File: src/common/iq_config.svh
`ifndef IQ_CONFIG_SVH
`define IQ_CONFIG_SVH

// queue geometry
`define IQ_DEPTH      16
`define IQ_IDX_W      4

// execution resources
`define IQ_NUM_FU     3
`define IQ_NUM_WAKE   4

// register file and field widths
`define IQ_PHYS_REGS  64
`define IQ_REG_W      6
`define IQ_WORD_W     32
`define IQ_ROB_W      6
`define IQ_FU_W       2

// opcodes without an rs2 dependency
`define IQ_OPC_OP_IMM 7'b0010011
`define IQ_OPC_LOAD   7'b0000011

`endif

File: src/common/iq_pkg.sv
`include "iq_config.svh"

package iq_pkg;

    typedef logic [`IQ_REG_W-1:0]  phys_reg_t;
    typedef logic [`IQ_WORD_W-1:0] word_t;
    typedef logic [`IQ_ROB_W-1:0]  rob_idx_t;
    typedef logic [`IQ_FU_W-1:0]   fu_id_t;
    typedef logic [`IQ_IDX_W-1:0]  iq_idx_t;

    // renamed instruction as it leaves rename, msb first
    typedef struct packed {
        logic [2:0] funct3;
        logic [6:0] funct7;
        logic [6:0] opcode;
        phys_reg_t  rd;
        phys_reg_t  rs1;
        word_t      rs1_val;
        phys_reg_t  rs2;
        word_t      rs2_val;
        word_t      imm;
        rob_idx_t   rob_idx;
    } dispatch_req_t;

    typedef struct packed {
        logic      valid;
        phys_reg_t tag;
        word_t     value;
    } wake_bus_t;

    // unit number sits in the two lsbs
    typedef struct packed {
        dispatch_req_t inst;
        fu_id_t        fu;
    } iq_entry_t;

    // true when any valid result bus carries this tag
    function automatic logic wake_match(input wake_bus_t [`IQ_NUM_WAKE-1:0] wake,
                                        input phys_reg_t tag);
        logic hit;
        hit = 1'b0;
        for (int w = 0; w < `IQ_NUM_WAKE; w++) begin
            if (wake[w].valid && wake[w].tag == tag) begin
                hit = 1'b1;
            end
        end
        return hit;
    endfunction

    // value from the matching bus, lowest bus wins
    function automatic word_t wake_value(input wake_bus_t [`IQ_NUM_WAKE-1:0] wake,
                                         input phys_reg_t tag);
        word_t val;
        val = '0;
        for (int w = `IQ_NUM_WAKE - 1; w >= 0; w--) begin
            if (wake[w].valid && wake[w].tag == tag) begin
                val = wake[w].value;
            end
        end
        return val;
    endfunction

endpackage

File: src/issue_queue/dispatch_decode.sv
`timescale 1ns/1ps
`include "iq_config.svh"

module dispatch_decode
    import iq_pkg::*;
(
    input  logic                         clk,
    input  logic                         reset_n,
    input  logic                         dispatch_valid,
    input  dispatch_req_t                dispatch_req,
    input  wake_bus_t [`IQ_NUM_WAKE-1:0] wake,
    input  logic                         queue_full,
    output logic                         new_valid,
    output iq_entry_t                    new_entry,
    output logic                         new_rs1_ready,
    output logic                         new_rs2_ready
);

    // one bit per physical register, set means value available
    logic [`IQ_PHYS_REGS-1:0] reg_ready;

    // round-robin unit pointer
    fu_id_t fu_cnt;

    logic rs1_hit;
    logic rs2_hit;
    logic rs2_exempt;

    assign new_valid = dispatch_valid && !queue_full;

    // immediate forms and loads never read rs2
    assign rs2_exempt = (dispatch_req.opcode == `IQ_OPC_OP_IMM) ||
                        (dispatch_req.opcode == `IQ_OPC_LOAD);

    assign rs1_hit = wake_match(wake, dispatch_req.rs1);
    assign rs2_hit = wake_match(wake, dispatch_req.rs2);

    assign new_rs1_ready = reg_ready[dispatch_req.rs1] || rs1_hit;
    assign new_rs2_ready = rs2_exempt || reg_ready[dispatch_req.rs2] || rs2_hit;

    // build the entry, folding in a result that lands this cycle
    always_comb begin
        new_entry.inst = dispatch_req;
        new_entry.fu   = fu_cnt;
        if (rs1_hit) begin
            new_entry.inst.rs1_val = wake_value(wake, dispatch_req.rs1);
        end
        if (rs2_hit) begin
            new_entry.inst.rs2_val = wake_value(wake, dispatch_req.rs2);
        end
    end

    always_ff @(posedge clk or negedge reset_n) begin
        if (!reset_n) begin
            reg_ready <= '1;
            fu_cnt    <= '0;
        end else begin
            // wakeups first
            for (int w = 0; w < `IQ_NUM_WAKE; w++) begin
                if (wake[w].valid) begin
                    reg_ready[wake[w].tag] <= 1'b1;
                end
            end
            // then the new producer, so it overrides a stale wakeup
            if (new_valid) begin
                reg_ready[dispatch_req.rd] <= 1'b0;
                if (fu_cnt == fu_id_t'(`IQ_NUM_FU - 1)) begin
                    fu_cnt <= '0;
                end else begin
                    fu_cnt <= fu_cnt + 1'b1;
                end
            end
        end
    end

endmodule

File: config.mk
export PLATFORM = sky130hd
export DESIGN_NAME = dispatch_decode
export DESIGN_NICKNAME = d
export VERILOG_FILES = /design/src/common/iq_pkg.sv /design/src/issue_queue/dispatch_decode.sv
export VERILOG_INCLUDE_DIRS = /design/src /design/src/common
export SDC_FILE = /design/constraint.sdc
export NUM_CORES = 1
export LEC_CHECK = 0
export BUFFER_PORTS_ARGS = -buffer_cell sky130_fd_sc_hd__clkbuf_2
export CORE_AREA = 4 4 167 169
export CTS_CLUSTER_DIAMETER = 150
export CTS_CLUSTER_SIZE = 8
export DETAILED_ROUTE_END_ITERATION = 8
export DIE_AREA = 0 0 171 173
export PLACE_DENSITY = 0.65
export SLEW_MARGIN = 20
export SYNTH_ARGS = -nofsm -noshare
export SYNTH_HDL_FRONTEND = slang
export SYNTH_SLANG_ARGS = --single-unit
File: constraint.sdc
create_clock -name clk -period 2.35 [get_ports clk]
set_input_delay 0.3525 -clock clk [delete_from_list [all_inputs] [get_ports clk]]
set_output_delay 0.3525 -clock clk [all_outputs]
set_load 0.05 [all_outputs]
# Yosys cells after proc, flatten, opt, wreduce, memory -nomap -nowiden
# Cells that the tools add are included.
[word_totals] register_bits=66 output_inout_bits=142
[op_classes] n_reduce_logical=19 muxes=38 n_lt_le_gt_ge=12 add_sub_neg=1 eq_ne=11 bitwise_logic=6
[op_table] operator="32-bit 2-to-1 mux" count=10
[op_table] operator="64-bit 2-to-1 mux" count=5
[op_table] operator="64-bit bitwise OR" count=4
[op_table] operator="64-bit AND" count=1
[op_table] operator="64-bit inverter" count=1
[op_table] operator="6-bit by 7-bit < comparator with 1-bit output, second input constant" count=7
[op_table] operator="6-bit equality test" count=8
[op_table] operator="1-bit demux with 6-bit select" count=5
[op_table] operator="6-bit by 1-bit >= comparator with 1-bit output, second input constant" count=5
[op_table] operator="1-bit 2-to-1 mux" count=15
[op_table] operator="1-bit logical AND" count=14
[op_table] operator="1-bit binary-select mux with 6-bit select" count=2
[op_table] operator="7-bit by 2-bit equality test with 1-bit output, second input constant" count=1
[op_table] operator="7-bit by 5-bit equality test with 1-bit output, second input constant" count=1
[op_table] operator="1-bit logical OR" count=4
[op_table] operator="2-bit by 1-bit adder with 2-bit output, second input constant" count=1
[op_table] operator="2-bit equality test, second input constant" count=1
[op_table] operator="2-bit 2-to-1 mux" count=1
[op_table] operator="1-bit zero test" count=1

# Logic depth before layout (Yosys ltp)
[depth] word_depth=14 depth_mapped=10 depth_no_buf=6

# Least setup slack after synthesis
# Ideal clock, no wire load.
[synth_timing] kind="input to output" startpoint="in wake[150] in the netlist's numbering" endpoint="out new_entry[40] in the netlist's numbering" arrival_time_ps=2835 path_slack_ps=-838 n_path_buf=2 cell_stages=8 path_cell_list="clkbuf_1 -> xnor2_1 -> nand4_1 -> or4_4 -> nor2_4 -> buf_6 -> a221oi_1 -> o31ai_1"
[synth_lines] item="start, declared" line_no="dispatch_decode.sv:11" source="input wake_bus_t [`IQ_NUM_WAKE-1:0] wake,"
[synth_lines] item="end, declared" line_no="dispatch_decode.sv:14" source="output iq_entry_t new_entry,"

==> impl_results.md <==
- Status: complete, but fails checks
- Failing checks: setup timing
- Top delay family on crit path: simple AND/OR/NAND/NOR gates
- CTS tree: yes
- Worst-path clk slew: 0.06 ns
- Share of post-route cells with drive strength above 1: 0.633
- PwrDens: 475 mW/mm^2
- Detailed Place HPWL: ~43 mm
- H-tree depth: 3
- First-pass GRT wire length: approximately 80 mm
- Fin. Hold Viols: 0
- Register area share after synthesis: 0.195
- Crit path cell chain: buf_8 -> buf_12 -> xnor2_2 -> nand4_1 -> or3_4 -> and4_4 -> buf_12 -> buf_16 -> a22oi_2 -> o31ai_4 -> buf_8
- Synthesized Nets: between 1000 and 1500
- RSZ-0062 raised after global routing: true
- Fmax: approximately 0.36 GHz
- Die area: 0.0296 mm^2
- Initial Util: 0.334
- DR pass1 iterations: 6
- Slew headroom: 0.502
- Initial DRC count: between 1000 and 1500
- Initial antenna violation count: 12
- Core ar.: approximately 0.027 mm^2
- Hold WS: around 0.03 ns
- Worst Path Required: about 2.0 ns
- #FFs+latches synth: 66
- CTS buffer count: 9
- WL/cell: 32.2 um
- Main synth FF type: dfstp_2
- Die width: between 150 and 200 um
- Slew @ Worst Pin: about 0.74 ns
- IR drop worst, VDD: between 300 and 400 uV
- WP buf/inv: 5
- Final setup fails: 66
- Critical path type: in -> out
- Highest-delay cell along the critical path: or3_4
- Slew Viols, Final: 0
- Power, Total: about 7400 uW
- Post-Synthesis Cell Area: 0.00889 mm^2
- YS warnings: 0
- Setup_tns: -17.05 ns
- Largest net degree at the start of global routing: between 60 and 70
- Port Buf Inserts: 340
- Crit end category: output port
- Post-Syn Instances: around 1000
- Post-route cell area: around 0.016 mm^2
- Die Ht: 173 um
- Worst path arrival time: around 2.4 ns
- Dpl ws: -0.572 ns
- Crit share post-route: 1.17
- Final WL: between 50 and 60 mm
- Hold/Removal Path Class: in -> async
- Unique masters post-synth: between 50 and 60
- DRC: 0
- Clock Skews: about 0.000058 ns
- CTS root buf: clkbuf_16
- Clock sinks: 66
- CP peak stage delay: ~0.38 ns
- Top-level I/O count: 439
- Min Tclk post-route: between 2 and 3 ns
- Worst Setup Start Kind: primary input
- Clock latency on the worst-skew pair: about 0.35 ns
- Tot GR Track Use: 0.363
- Placer Congestion: 1.12
- Layout area overhead: 74.8%
- Vias in the first global route: 11736
- Setup ws final: -0.405 ns
- Max cap viols: 0
- Std cell rows: 60
- Gr ovfl total: 0
- Clock Tree Buf Depth: 2
- Post-route ant nets: 0
- Max FO, Critical Path: 5
- Async SR Flop Fraction: 1.00
- Placed Instance Area: roughly 0.013 mm^2
- Synth Area per Inst: about 8.5 um^2
- Nets: 1745
- Post-synth EDFFs: 0
- Vias per cell: 6.76
- Via count: between 10000 and 15000
- Leak: 0.00606 uW
[synth_stat cells (16+ instances only)]
cell / number / area [um^2]
xor2_1: 16 / 140
a21oi_1: 27 / 135
o21ai_0: 39 / 195
buf_4: 81 / 608
dfstp_2: 64 / 1680
a221oi_1: 65 / 569
o32a_1: 50 / 500
o22ai_1: 56 / 350
nor2_1: 101 / 379
nor2b_1: 16 / 100
nand3_1: 21 / 105
nand2_1: 82 / 308
mux4_2: 30 / 676
xnor2_1: 32 / 280
a22oi_2: 58 / 726
clkbuf_1: 50 / 188
o31ai_1: 64 / 480
buf_2: 32 / 160
[flip-flops by register name (all words and copies together) (netlist names)]
signal     cells
reg_ready     64
fu_cnt         2
[cells by family (layout without fill, tap and decap cells)]
family	Yosys count	after routing	synth area share
XOR/XNOR	48	48	0.0473
multiplexers	45	45	0.0933
other	0	5	0
AO/OA/AOI/OAI	398	398	0.368
AND/OR/NAND/NOR	306	307	0.168
buffers and inverters	186	589	0.128
flip-flops	66	66	0.195
[where the power goes]
group,internal (uW),switching (uW)
sequential,1690,271
clock,1070,581
combinational,1820,1940
[layer usage]
layer | part of all wire | vias up | track usage
li1 | - | 4913 | -
met1 | 0.35 | 5914 | 0.452
met2 | 0.45 | 1014 | 0.559
met3 | 0.14 | 303 | 0.146
met4 | 0.056 | 12 | 0.147
met5 | 0.0014 | - | 0.0167
[through the flow]
stage | utilization | instances
finish | 0.584 | 1799
global route | 0.584 | 1797
CTS | 0.562 | 1783
detailed placement | 0.505 | 1746
global placement | 0.505 | 1746
floorplan | - | 1049
[layout make-up]
cell class                      count  area, um^2
Antenna cell                        5        12.5
Sequential cell                    66        1730
Inverter                            9        33.8
Clock inverter                      6         113
Fill cell                        2209       11000
Timing Repair Buffer              564        5110
Tap cell                          341         427
Clock buffer                       10         239
Multi-Input combinational cell    798        7870
[cells in the final DEF, fill, tap and decap left out, drive strengths merged, types with 4 or more instances in the layout]
cell | netlist | final
nor2b | 16 | 16
buf | 127 | 291
a22oi | 64 | 64
nor3b | 4 | 4
xnor2 | 32 | 32
o21ai | 40 | 40
o22ai | 56 | 56
a211oi | 4 | 4
and2 | 4 | 4
nand2 | 82 | 82
mux2i | 12 | 12
nand3 | 21 | 21
xor2 | 16 | 16
nand4 | 11 | 11
nor3 | 16 | 16
o32a | 50 | 50
nand3b | 14 | 14
clkbuf | 50 | 283
o221ai | 14 | 14
or3b | 7 | 7
nor2 | 103 | 103
a221oi | 65 | 65
dfstp | 64 | 64
o31ai | 64 | 64
inv | 9 | 10
and3 | 5 | 5
mux4 | 30 | 30
a31oi | 4 | 4
diode | 0 | 5
or3 | 8 | 8
a21oi | 27 | 27
and4 | 4 | 5
nand2b | 5 | 5
[final timing paths]
path / start / endpoint / slack [ns] / cells past startpoint
setup / recovery: dispatch_req[111] / new_entry[86] / -0.41 / 11
hold / removal: reset_n / fu_cnt[0] / 0.03 / 2
setup reg to reg: reg_ready[59] / reg_ready[59] / 1.32 / 4
hold reg to reg: fu_cnt[1] / fu_cnt[1] / 0.53 / 1
max in group asynchronous: reset_n / reg_ready[17] / 1.98 / 2
min in group clk: dispatch_req[115] / reg_ready[62] / 0.30 / 2
[worst reg2reg max path: stages, from the launching register on]
cell and delay (ns):
dfstp_2 0.54, a21oi_1 0.04, o221ai_1 0.10, a21oi_1 0.07, a31oi_1 0.19
[timing repair]
| item | CTS | global route |
|---|---|---|
| hold buffers | 0 | 0 |
| cloned | 6 | 2 |
| setup endpoints to repair | 66 | 66 |
| pin swaps | 17 | 22 |
| setup buffers | 17 | 10 |
| gates resized for setup | 174 | 86 |
Note: power is estimated with default switching activity, not from simulation.
